File: src/rtl/vga_player_pkg.sv
`default_nettype none

package vga_player_pkg;

    // flash row layout, one row per 8-line band
    localparam int ROW_BITS = 128;
    // byte step between consecutive rows in flash
    localparam int ROW_BYTES = 16;
    // block edge in pixels
    localparam int BLOCK_PX = 8;
    // pixel bits at the low end of each row
    localparam int BLOCKS_X = 80;
    // one sound word per refresh, packed above the pixel bits
    localparam int SOUND_WORD_BITS = 16;

    // fast read quad output
    localparam logic [7:0] READ_CMD = 8'h6B;
    localparam int ADDR_BITS = 24;
    localparam int DUMMY_CYCLES = 8;

    typedef logic [9:0] count_t;
    typedef logic [ROW_BITS-1:0] row_t;
    typedef logic [SOUND_WORD_BITS-1:0] sound_word_t;

    // user colour, one bit per channel
    typedef struct packed {
        logic r;
        logic g;
        logic b;
    } color_t;

    // video output, two bits per channel
    typedef struct packed {
        logic [1:0] r;
        logic [1:0] g;
        logic [1:0] b;
    } rgb_t;

    typedef struct packed {
        count_t hcount;
        count_t vcount;
        logic   hsync;
        logic   vsync;
        logic   active;
    } raster_t;

    // pins driven towards the flash
    typedef struct packed {
        logic sel_n;
        logic sclk;
        logic io0;
        logic io_oe;
    } qspi_out_t;

endpackage

`default_nettype wire

File: src/rtl/frame_sequencer.sv
`timescale 1ns/1ps
`default_nettype none

module frame_sequencer #(
    parameter int H_ACTIVE     = 640,
    parameter int H_FRONT      = 16,
    parameter int H_SYNC       = 96,
    parameter int H_BACK       = 80,
    parameter int V_ACTIVE     = 480,
    parameter int FRAME_REPEAT = 3,
    parameter int FRAME_COUNT  = 16
) (
    input  wire                                   px_clk,
    input  wire                                   rst,
    input  wire vga_player_pkg::raster_t          raster,
    output logic                                  fetch_start,
    output logic [vga_player_pkg::ADDR_BITS-1:0]  fetch_addr,
    output logic [1:0]                            repeat_idx
);

    localparam int H_TOTAL = H_ACTIVE + H_FRONT + H_SYNC + H_BACK;
    localparam int BANDS   = V_ACTIVE / vga_player_pkg::BLOCK_PX;

    logic [15:0] frame_idx;
    logic        band_start;
    logic        blank_start;
    logic        refresh_end;
    logic [6:0]  band_next;

    // first line of bands 0..58 prefetches the following band
    assign band_start = raster.hcount == 0
        && raster.vcount % vga_player_pkg::BLOCK_PX == 0
        && raster.vcount < V_ACTIVE - vga_player_pkg::BLOCK_PX;
    // first blanking line prefetches band 0 of the next refresh
    assign blank_start = raster.hcount == 0 && raster.vcount == V_ACTIVE;
    assign refresh_end = raster.hcount == H_TOTAL - 1 && raster.vcount == V_ACTIVE - 1;

    assign fetch_start = band_start || blank_start;
    assign band_next   = blank_start ? 7'd0 : 7'(raster.vcount / vga_player_pkg::BLOCK_PX + 1);

    // row number times the row size gives the byte address
    assign fetch_addr = vga_player_pkg::ADDR_BITS'(
        (frame_idx * BANDS + band_next) * vga_player_pkg::ROW_BYTES);

    // counters step after the last active line, so the blanking fetch and
    // the band 0 swap already see the new refresh
    always_ff @(posedge px_clk) begin
        if (rst) begin
            repeat_idx <= '0;
            frame_idx  <= '0;
        end else if (refresh_end) begin
            if (repeat_idx == FRAME_REPEAT - 1) begin
                repeat_idx <= '0;
                // frame index wraps instead of running off the flash
                if (frame_idx == FRAME_COUNT - 1) begin
                    frame_idx <= '0;
                end else begin
                    frame_idx <= frame_idx + 1'b1;
                end
            end else begin
                repeat_idx <= repeat_idx + 1'b1;
            end
        end
    end

endmodule

`default_nettype wire

File: src/rtl/pixel_color.sv
`timescale 1ns/1ps
`default_nettype none

module pixel_color (
    input  wire                            px_clk,
    input  wire                            rst,
    input  wire vga_player_pkg::raster_t   raster,
    input  wire vga_player_pkg::row_t      display_row,
    input  wire vga_player_pkg::color_t    color_on,
    input  wire vga_player_pkg::color_t    color_off,
    output vga_player_pkg::rgb_t           rgb,
    output logic                           hsync,
    output logic                           vsync
);

    logic [6:0] block;
    logic       pix_on;

    // each user bit drives both bits of its channel
    function automatic vga_player_pkg::rgb_t widen(input vga_player_pkg::color_t c);
        vga_player_pkg::rgb_t w;
        w.r = {2{c.r}};
        w.g = {2{c.g}};
        w.b = {2{c.b}};
        return w;
    endfunction

    assign block = 7'(raster.hcount / vga_player_pkg::BLOCK_PX);

    // leftmost block is row bit 79; blanking never indexes the row
    assign pix_on = raster.active
        ? display_row[vga_player_pkg::BLOCKS_X - 1 - block]
        : 1'b0;

    // colour and syncs leave together, one cycle behind the raster
    always_ff @(posedge px_clk) begin
        if (rst) begin
            rgb   <= widen(color_off);
            hsync <= 1'b1;
            vsync <= 1'b1;
        end else begin
            rgb   <= widen(pix_on ? color_on : color_off);
            hsync <= raster.hsync;
            vsync <= raster.vsync;
        end
    end

endmodule

`default_nettype wire

File: src/rtl/pwm_audio.sv
`timescale 1ns/1ps
`default_nettype none

module pwm_audio (
    input  wire                               px_clk,
    input  wire                               rst,
    input  wire vga_player_pkg::raster_t      raster,
    input  wire vga_player_pkg::sound_word_t  sound_word,
    input  wire                               sound_load,
    output logic                              sound_p,
    output logic                              sound_n
);

    logic [7:0] counter;
    logic [7:0] threshold;
    logic       half_band;

    // second sample of the pair takes over half way through the band
    assign half_band = raster.hcount == 0
        && raster.vcount % vga_player_pkg::BLOCK_PX == vga_player_pkg::BLOCK_PX / 2;

    always_ff @(posedge px_clk) begin
        if (rst) begin
            counter   <= '0;
            threshold <= '0;
            sound_p   <= 1'b0;
            sound_n   <= 1'b1;
        end else begin
            // 256 clock period, free running
            counter <= counter + 1'b1;
            if (sound_load) begin
                threshold <= sound_word[vga_player_pkg::SOUND_WORD_BITS-1 -: 8];
            end else if (half_band) begin
                threshold <= sound_word[7:0];
            end
            // differential pair, always complementary
            sound_p <= counter < threshold;
            sound_n <= !(counter < threshold);
        end
    end

endmodule

`default_nettype wire

File: src/rtl/qspi_row_reader.sv
`timescale 1ns/1ps
`default_nettype none

module qspi_row_reader (
    input  wire                                  px_clk,
    input  wire                                  rst,
    input  wire                                  fetch_start,
    input  wire [vga_player_pkg::ADDR_BITS-1:0]  fetch_addr,
    input  wire [3:0]                            io_in,
    output vga_player_pkg::qspi_out_t            qspi,
    output vga_player_pkg::row_t                 fetched_row,
    output logic                                 row_done
);

    localparam int CMD_CYCLES  = $bits(vga_player_pkg::READ_CMD);
    localparam int OUT_BITS    = CMD_CYCLES + vga_player_pkg::ADDR_BITS;
    // one extra cycle because the nibbles arrive a cycle late
    localparam int READ_CYCLES = vga_player_pkg::ROW_BITS / 4 + 1;

    typedef enum logic [2:0] {
        IDLE,
        SELECT,
        COMMAND,
        ADDRESS,
        DUMMY,
        READ
    } phase_t;

    phase_t                 phase;
    phase_t                 phase_next;
    logic [5:0]             bit_cnt;
    logic [5:0]             phase_len;
    logic                   phase_end;
    logic [OUT_BITS-1:0]    out_sr;
    vga_player_pkg::row_t   row_sr;

    // length and successor of each clocked phase
    always_comb begin
        phase_len  = 6'd1;
        phase_next = IDLE;
        case (phase)
            SELECT: begin
                phase_next = COMMAND;
            end
            COMMAND: begin
                phase_len  = 6'(CMD_CYCLES);
                phase_next = ADDRESS;
            end
            ADDRESS: begin
                phase_len  = 6'(vga_player_pkg::ADDR_BITS);
                phase_next = DUMMY;
            end
            DUMMY: begin
                phase_len  = 6'(vga_player_pkg::DUMMY_CYCLES);
                phase_next = READ;
            end
            READ: begin
                phase_len  = 6'(READ_CYCLES);
                phase_next = IDLE;
            end
            default: begin
                phase_next = IDLE;
            end
        endcase
    end

    assign phase_end = bit_cnt == phase_len - 1'b1;

    always_ff @(posedge px_clk) begin
        if (rst) begin
            phase   <= IDLE;
            bit_cnt <= '0;
        end else if (phase == IDLE) begin
            bit_cnt <= '0;
            if (fetch_start) begin
                phase <= SELECT;
            end
        end else if (phase_end) begin
            bit_cnt <= '0;
            phase   <= phase_next;
        end else begin
            bit_cnt <= bit_cnt + 1'b1;
        end
    end

    // command and address go out msb first on io0
    always_ff @(posedge px_clk) begin
        if (phase == IDLE && fetch_start) begin
            out_sr <= {vga_player_pkg::READ_CMD, fetch_addr};
        end else if (phase == COMMAND || phase == ADDRESS) begin
            out_sr <= out_sr << 1;
        end
        // first read cycle shifts in a stale nibble that falls off the top
        if (phase == READ) begin
            row_sr <= {row_sr[vga_player_pkg::ROW_BITS-5:0], io_in};
        end
    end

    always_comb begin
        qspi.sel_n = phase == IDLE;
        // flash samples on the falling px_clk edge
        qspi.sclk  = ~px_clk && phase != IDLE && phase != SELECT;
        qspi.io_oe = phase == COMMAND || phase == ADDRESS;
        qspi.io0   = qspi.io_oe && out_sr[OUT_BITS-1];
    end

    // last nibble is taken straight from the pins in the final read cycle
    assign fetched_row = {row_sr[vga_player_pkg::ROW_BITS-5:0], io_in};
    assign row_done    = phase == READ && phase_end;

    // the sequencer spaces fetches far enough apart for a full read
    assert property (@(posedge px_clk) disable iff (rst)
        fetch_start |-> phase == IDLE)
        else $error("fetch_start while a row read is in progress");

endmodule

`default_nettype wire

File: src/rtl/row_buffer.sv
`timescale 1ns/1ps
`default_nettype none

module row_buffer #(
    parameter int H_ACTIVE = 640,
    parameter int H_FRONT  = 16,
    parameter int H_SYNC   = 96,
    parameter int H_BACK   = 80,
    parameter int V_ACTIVE = 480,
    parameter int V_FRONT  = 1,
    parameter int V_SYNC   = 3,
    parameter int V_BACK   = 36
) (
    input  wire                              px_clk,
    input  wire                              rst,
    input  wire vga_player_pkg::raster_t     raster,
    input  wire                              row_done,
    input  wire vga_player_pkg::row_t        fetched_row,
    input  wire [1:0]                        repeat_idx,
    output vga_player_pkg::row_t             display_row,
    output vga_player_pkg::sound_word_t      sound_word,
    output logic                             sound_load
);

    localparam int H_TOTAL = H_ACTIVE + H_FRONT + H_SYNC + H_BACK;
    localparam int V_TOTAL = V_ACTIVE + V_FRONT + V_SYNC + V_BACK;

    vga_player_pkg::row_t cache_row;
    logic                 pending;
    logic                 band_end;
    logic                 swap;

    // last pixel of an active band, or of the frame for band 0
    assign band_end = raster.hcount == H_TOTAL - 1
        && ((raster.vcount % vga_player_pkg::BLOCK_PX == vga_player_pkg::BLOCK_PX - 1
             && raster.vcount < V_ACTIVE)
            || raster.vcount == V_TOTAL - 1);
    // without a fresh row the old one stays on screen
    assign swap = band_end && pending;

    always_ff @(posedge px_clk) begin
        if (row_done) begin
            cache_row <= fetched_row;
        end
    end

    always_ff @(posedge px_clk) begin
        if (rst) begin
            pending     <= 1'b0;
            display_row <= '0;
            sound_word  <= '0;
            sound_load  <= 1'b0;
        end else begin
            sound_load <= swap;
            if (row_done) begin
                pending <= 1'b1;
            end else if (swap) begin
                pending <= 1'b0;
            end
            if (swap) begin
                display_row <= cache_row;
                // word r sits 16r bits below the top of the row
                sound_word  <= cache_row[vga_player_pkg::ROW_BITS - 1
                    - vga_player_pkg::SOUND_WORD_BITS * repeat_idx
                    -: vga_player_pkg::SOUND_WORD_BITS];
            end
        end
    end

    // one row per band, so a second arrival would drop an unshown row
    assert property (@(posedge px_clk) disable iff (rst)
        row_done |-> !pending)
        else $error("row arrived before the previous one was swapped in");

endmodule

`default_nettype wire

File: src/rtl/vga_player_top.sv
`timescale 1ns/1ps
`default_nettype none

module vga_player_top #(
    parameter int H_ACTIVE     = 640,
    parameter int H_FRONT      = 16,
    parameter int H_SYNC       = 96,
    parameter int H_BACK       = 80,
    parameter int V_ACTIVE     = 480,
    parameter int V_FRONT      = 1,
    parameter int V_SYNC       = 3,
    parameter int V_BACK       = 36,
    // refreshes per video frame
    parameter int FRAME_REPEAT = 3,
    // frames stored in flash
    parameter int FRAME_COUNT  = 16
) (
    input  wire                             px_clk,
    input  wire                             rst,
    input  wire vga_player_pkg::color_t     color_on,
    input  wire vga_player_pkg::color_t     color_off,
    input  wire [3:0]                       io_in,
    output vga_player_pkg::qspi_out_t       qspi,
    output vga_player_pkg::rgb_t            rgb,
    output logic                            hsync,
    output logic                            vsync,
    output logic                            sound_p,
    output logic                            sound_n
);

    vga_player_pkg::raster_t               raster;
    logic                                  fetch_start;
    logic [vga_player_pkg::ADDR_BITS-1:0]  fetch_addr;
    logic [1:0]                            repeat_idx;
    logic                                  row_done;
    vga_player_pkg::row_t                  fetched_row;
    vga_player_pkg::row_t                  display_row;
    vga_player_pkg::sound_word_t           sound_word;
    logic                                  sound_load;

    vga_timing #(
        .H_ACTIVE(H_ACTIVE), .H_FRONT(H_FRONT), .H_SYNC(H_SYNC), .H_BACK(H_BACK),
        .V_ACTIVE(V_ACTIVE), .V_FRONT(V_FRONT), .V_SYNC(V_SYNC), .V_BACK(V_BACK)
    ) u_timing (
        .px_clk (px_clk),
        .rst    (rst),
        .raster (raster)
    );

    frame_sequencer #(
        .H_ACTIVE(H_ACTIVE), .H_FRONT(H_FRONT), .H_SYNC(H_SYNC), .H_BACK(H_BACK),
        .V_ACTIVE(V_ACTIVE), .FRAME_REPEAT(FRAME_REPEAT), .FRAME_COUNT(FRAME_COUNT)
    ) u_sequencer (
        .px_clk      (px_clk),
        .rst         (rst),
        .raster      (raster),
        .fetch_start (fetch_start),
        .fetch_addr  (fetch_addr),
        .repeat_idx  (repeat_idx)
    );

    qspi_row_reader u_reader (
        .px_clk      (px_clk),
        .rst         (rst),
        .fetch_start (fetch_start),
        .fetch_addr  (fetch_addr),
        .io_in       (io_in),
        .qspi        (qspi),
        .fetched_row (fetched_row),
        .row_done    (row_done)
    );

    row_buffer #(
        .H_ACTIVE(H_ACTIVE), .H_FRONT(H_FRONT), .H_SYNC(H_SYNC), .H_BACK(H_BACK),
        .V_ACTIVE(V_ACTIVE), .V_FRONT(V_FRONT), .V_SYNC(V_SYNC), .V_BACK(V_BACK)
    ) u_row_buffer (
        .px_clk      (px_clk),
        .rst         (rst),
        .raster      (raster),
        .row_done    (row_done),
        .fetched_row (fetched_row),
        .repeat_idx  (repeat_idx),
        .display_row (display_row),
        .sound_word  (sound_word),
        .sound_load  (sound_load)
    );

    pixel_color u_pixel (
        .px_clk      (px_clk),
        .rst         (rst),
        .raster      (raster),
        .display_row (display_row),
        .color_on    (color_on),
        .color_off   (color_off),
        .rgb         (rgb),
        .hsync       (hsync),
        .vsync       (vsync)
    );

    pwm_audio u_audio (
        .px_clk     (px_clk),
        .rst        (rst),
        .raster     (raster),
        .sound_word (sound_word),
        .sound_load (sound_load),
        .sound_p    (sound_p),
        .sound_n    (sound_n)
    );

endmodule

`default_nettype wire

File: src/rtl/vga_timing.sv
`timescale 1ns/1ps
`default_nettype none

module vga_timing #(
    parameter int H_ACTIVE = 640,
    parameter int H_FRONT  = 16,
    parameter int H_SYNC   = 96,
    parameter int H_BACK   = 80,
    parameter int V_ACTIVE = 480,
    parameter int V_FRONT  = 1,
    parameter int V_SYNC   = 3,
    parameter int V_BACK   = 36
) (
    input  wire                       px_clk,
    input  wire                       rst,
    output vga_player_pkg::raster_t   raster
);

    localparam int H_TOTAL = H_ACTIVE + H_FRONT + H_SYNC + H_BACK;
    localparam int V_TOTAL = V_ACTIVE + V_FRONT + V_SYNC + V_BACK;
    // sync windows start right after the front porch
    localparam int H_SYNC_START = H_ACTIVE + H_FRONT;
    localparam int V_SYNC_START = V_ACTIVE + V_FRONT;

    vga_player_pkg::count_t hcount;
    vga_player_pkg::count_t vcount;

    // pixel counter wraps at the line total, line counter at the frame total
    always_ff @(posedge px_clk) begin
        if (rst) begin
            hcount <= '0;
            vcount <= '0;
        end else if (hcount == H_TOTAL - 1) begin
            hcount <= '0;
            if (vcount == V_TOTAL - 1) begin
                vcount <= '0;
            end else begin
                vcount <= vcount + 1'b1;
            end
        end else begin
            hcount <= hcount + 1'b1;
        end
    end

    always_comb begin
        raster.hcount = hcount;
        raster.vcount = vcount;
        // both syncs are active low
        raster.hsync  = !(hcount >= H_SYNC_START && hcount < H_SYNC_START + H_SYNC);
        raster.vsync  = !(vcount >= V_SYNC_START && vcount < V_SYNC_START + V_SYNC);
        raster.active = hcount < H_ACTIVE && vcount < V_ACTIVE;
    end

    // downstream band and swap decodes rely on both counters staying in range
    assert property (@(posedge px_clk) disable iff (rst)
        hcount < H_TOTAL && vcount < V_TOTAL)
        else $error("raster counter out of range");

endmodule

`default_nettype wire

File: config.mk
export PLATFORM = sky130hd
export DESIGN_NAME = vga_player_top
export DESIGN_NICKNAME = d
export VERILOG_FILES = /design/src/rtl/vga_player_pkg.sv /design/src/rtl/frame_sequencer.sv /design/src/rtl/pixel_color.sv /design/src/rtl/pwm_audio.sv /design/src/rtl/qspi_row_reader.sv /design/src/rtl/row_buffer.sv /design/src/rtl/vga_player_top.sv /design/src/rtl/vga_timing.sv
export SDC_FILE = /design/constraint.sdc
export NUM_CORES = 1
export LEC_CHECK = 0
export BUFFER_PORTS_ARGS = -buffer_cell sky130_fd_sc_hd__buf_2
export CORE_ASPECT_RATIO = 0.7
export CORE_MARGIN = 5
export CORE_UTILIZATION = 40
export CTS_CLUSTER_SIZE = 40
export DETAILED_ROUTE_END_ITERATION = 6
export PLACE_DENSITY = 0.54
export SLEW_MARGIN = 10
export SYNTH_ARGS = -nofsm -noshare
export SYNTH_HDL_FRONTEND = slang
export SYNTH_SLANG_ARGS = --single-unit
export TNS_END_PERCENT = 100
File: constraint.sdc
create_clock -name px_clk -period 9.5 [get_ports px_clk]
set_clock_uncertainty 0.05 [all_clocks]
set_input_delay 0.475 -clock px_clk [delete_from_list [all_inputs] [get_ports px_clk]]
set_output_delay 0.475 -clock px_clk [all_outputs]
set_load 0.02 [all_outputs]
==> impl_metrics.tcl <==
set metrics [dict create \
    status "finished clean" \
    finalHoldViolations 0 \
    power_density_mw_per_mm2 200 \
    max_slew_margin 0.248 \
    start_util 0.407 \
    drtPass1Iterations 5 \
    wirelength_um 43400 \
    synthFlopType "edfxtp_1" \
    end_kind "primary output" \
    cp_cell_sequence "clkbuf_16 > clkbuf_16 > nor2_1 > buf_2" \
    drv_cap 0 \
    multi_input_area_mm2 0.00746 \
    met1Wirelength_um 23500 \
    regArea_mm2 0.0127 \
    clkTransAtPathRegs_ns 0.07 \
    fin_nets 1844 \
    antenna_cells 0 \
    r2r_start "u_sequencer.frame_idx[5]" \
    vias 12664 \
    instances_no_fill 2453 \
    r2r-end "u_reader.out_sr[23]" \
    slew_violations 0 \
    seq_area_frac_synth 0.610 \
    setup_viol 0 \
    hold-worst-slack_ns 0.301 \
    grt_pass1_vias 12101 \
    required_ns 8.98 \
    clk-insertion-delay-late_ns 0.68 \
    crit_path_max_incr_delay_ns 0.17 \
    cp_slowest_cell "buf_2" \
    yosysWarnings 0 \
    critical_path_class "clk2out" \
    yosysUniqueCellTypes 62 \
    hold_path_class "in2reg" \
    crit_fanout 2 \
    io_pins 26 \
    preCtsSetupSlack_ns 4.00 \
    core_area_mm2 0.0510 \
    wl_per_cell_um 17.7 \
    routed-wl-met2_um 16800 \
    avgSynthCellArea_um2 12.0 \
    reg2reg_slack_ns 4.62 \
    cp-start-kind "clock port" \
    path_delay_family "buffers and inverters" \
    drive_gt1_frac 0.101 \
    area_growth_pct 11.7 \
    grt_use_total 0.153 \
    dieArea_mm2 0.0566 \
    crit_top_cell "clkbuf_16" \
    die_h_um 201 \
    dp_hpwl_um 28000 \
    placedCellCount 2350 \
    reg2regPathDepth 13 \
    antenna_found_initial 1 \
    fp.dieW_um 282 \
    rsz0062_at_grt "false" \
    finalSetupTns_ns 0 \
    hold_path_end "u_row_buffer.pending" \
    grt_pass1_wl_um 69100 \
    ir_drop_uv 135 \
    crit_buf_inv 3 \
    syn_inst 1728 \
    gp_congestion 0.809 \
    whs_path_depth 2 \
    ys_ff_latch 496 \
    nFillCells 4588 \
    io_buffers 25 \
    drc 0 \
    power_leakage_uw 0.00793 \
    syn-num-nets 1833 \
    viasPerCell 5.16 \
    wl_met3_um 2550 \
    grt.overflow.total 0 \
    syn-cell-area_mm2 0.0208 \
    cp.arrival_ns 5.27 \
    cts_tree "done" \
    postRouteAntennaNets 0 \
    worstHoldStart "rst" \
    tightest_slew_ns 1.13 \
    grt_max_degree 115 \
    synthArstFlopShare 0 \
    finalWorstSetupSlack_ns 3.71 \
    dr.first_iter.drc_count 959 \
    fp-row-count 69 \
    routed.top_layer "met4" \
    cts.repair.resized 0 \
    synth-edff-count 272 \
]
report_power, final:
group	internal (uW)	switching, uW
Combinational	107	200
Clock	1110	827
Sequential	2360	36.4
cells in the mapped netlist (3+ instances only):
cell	number	area (um^2)
nand2_1	350	1310
edfxtp_1	272	8170
dfxtp_1	224	4480
a21oi_1	168	841
nor2_1	99	372
clkbuf_1	78	293
inv_1	76	285
ha_1	63	788
mux4_2	58	1310
xnor2_1	46	403
fa_1	30	601
o21ai_0	26	130
nand3_1	25	125
xor2_1	23	201
mux2i_1	19	190
a211oi_1	18	135
a21o_1	17	128
nor3_1	14	70.1
and3_1	12	75.1
nand4_1	10	62.6
or3_1	8	50.1
nor2b_1	7	43.8
and2_1	5	31.3
buf_1	5	18.8
nand2b_1	5	31.3
a211o_1	4	35.0
buf_4	4	30.0
nor3b_1	4	30.0
nor4_1	4	25.0
o21a_1	4	30.0
and4_1	3	26.3
buf_6	3	33.8
mux2_1	3	33.8
nand4b_1	3	26.3
o211ai_1	3	22.5
placed cells by master (no fill, tap or decap), drive strengths merged, types with 5 or more instances in the layout:
cell / netlist / final
a211oi: 18 / 18
a21o: 17 / 17
a21oi: 168 / 168
and2: 5 / 5
and3: 12 / 12
buf: 12 / 38
clkbuf: 78 / 67
clkinv: 1 / 18
dfxtp: 224 / 224
dlygate4sd3: 0 / 10
edfxtp: 272 / 272
fa: 30 / 30
ha: 63 / 63
inv: 76 / 80
mux2: 5 / 5
mux2i: 19 / 19
mux4: 58 / 58
nand2: 350 / 350
nand2b: 5 / 5
nand3: 25 / 25
nand4: 10 / 10
nor2: 99 / 99
nor2b: 7 / 7
nor3: 15 / 15
o21ai: 26 / 26
or3: 8 / 8
xnor2: 46 / 46
xor2: 23 / 23
registers in the layout, indices dropped and copies added (netlist names), 3 cells and up:
name,flops
u_audio.counter,8
u_audio.threshold,8
u_pixel.rgb,3
u_reader.bit_cnt,6
u_reader.out_sr,28
u_reader.phase,3
u_reader.row_sr,124
u_row_buffer.cache_row,128
u_row_buffer.display_row,128
u_row_buffer.sound_word,16
u_sequencer.frame_idx,16
u_timing.hcount,10
u_timing.vcount,10
layout make-up:
| class | instances | share of cell area |
|---|---|---|
| timing repair buffer | 47 | 0.0140 |
| inverter | 77 | 0.0126 |
| clock inverter | 26 | 0.0104 |
| sequential | 496 | 0.546 |
| clock buffer | 68 | 0.0596 |
| tap | 674 | 0.0364 |
| multi-input combinational | 1065 | 0.322 |
metal layers:
layer / vias up / GRT usage
met1: 6293 / 0.258
met3: 38 / 0.0363
met5: - / 0
met2: 259 / 0.199
li1: 6074 / -
met4: 0 / 0.0273
how the worst max path moves through the flow:
| stage | from | endpoint | slack (ns) | depth (start not counted) |
|---|---|---|---|---|
| detailed placement | px_clk | qspi[2] | 4.00 | 2 |
| CTS | px_clk | qspi[2] | 3.69 | 4 |
| floorplan | u_reader.phase[2] | u_row_buffer.cache_row[0] | 1.46 | 10 |
| finish | px_clk | qspi[2] | 3.71 | 4 |
| global placement | px_clk | qspi[2] | 4.00 | 2 |
| global route | px_clk | qspi[2] | 3.66 | 4 |
metrics by stage:
| step | utilization | area, um^2 | total power, uW |
|---|---|---|---|
| finish | 0.455 | 23200 | 4640 |
| global route | 0.455 | 23200 | 4840 |
| CTS | 0.455 | 23200 | 4700 |
| detailed placement | 0.421 | 21500 | 2750 |
| global placement | 0.421 | 21500 | 2740 |
| floorplan | - | 20800 | 2660 |
timing repair:
action / 4_1_cts / 5_1_grt
buffers inserted: 0 / 0
hold endpoints to repair: 11 / 0
hold buffers: 10 / 0
cells by family after synthesis:
family,share of synthesized area
mux,0.0748
flops,0.610
xor+xnor,0.0291
compound gates,0.0734
simple gates,0.114
fa+ha+maj,0.0669
buf+inv,0.0320
(Power assumes the default switching activity.)
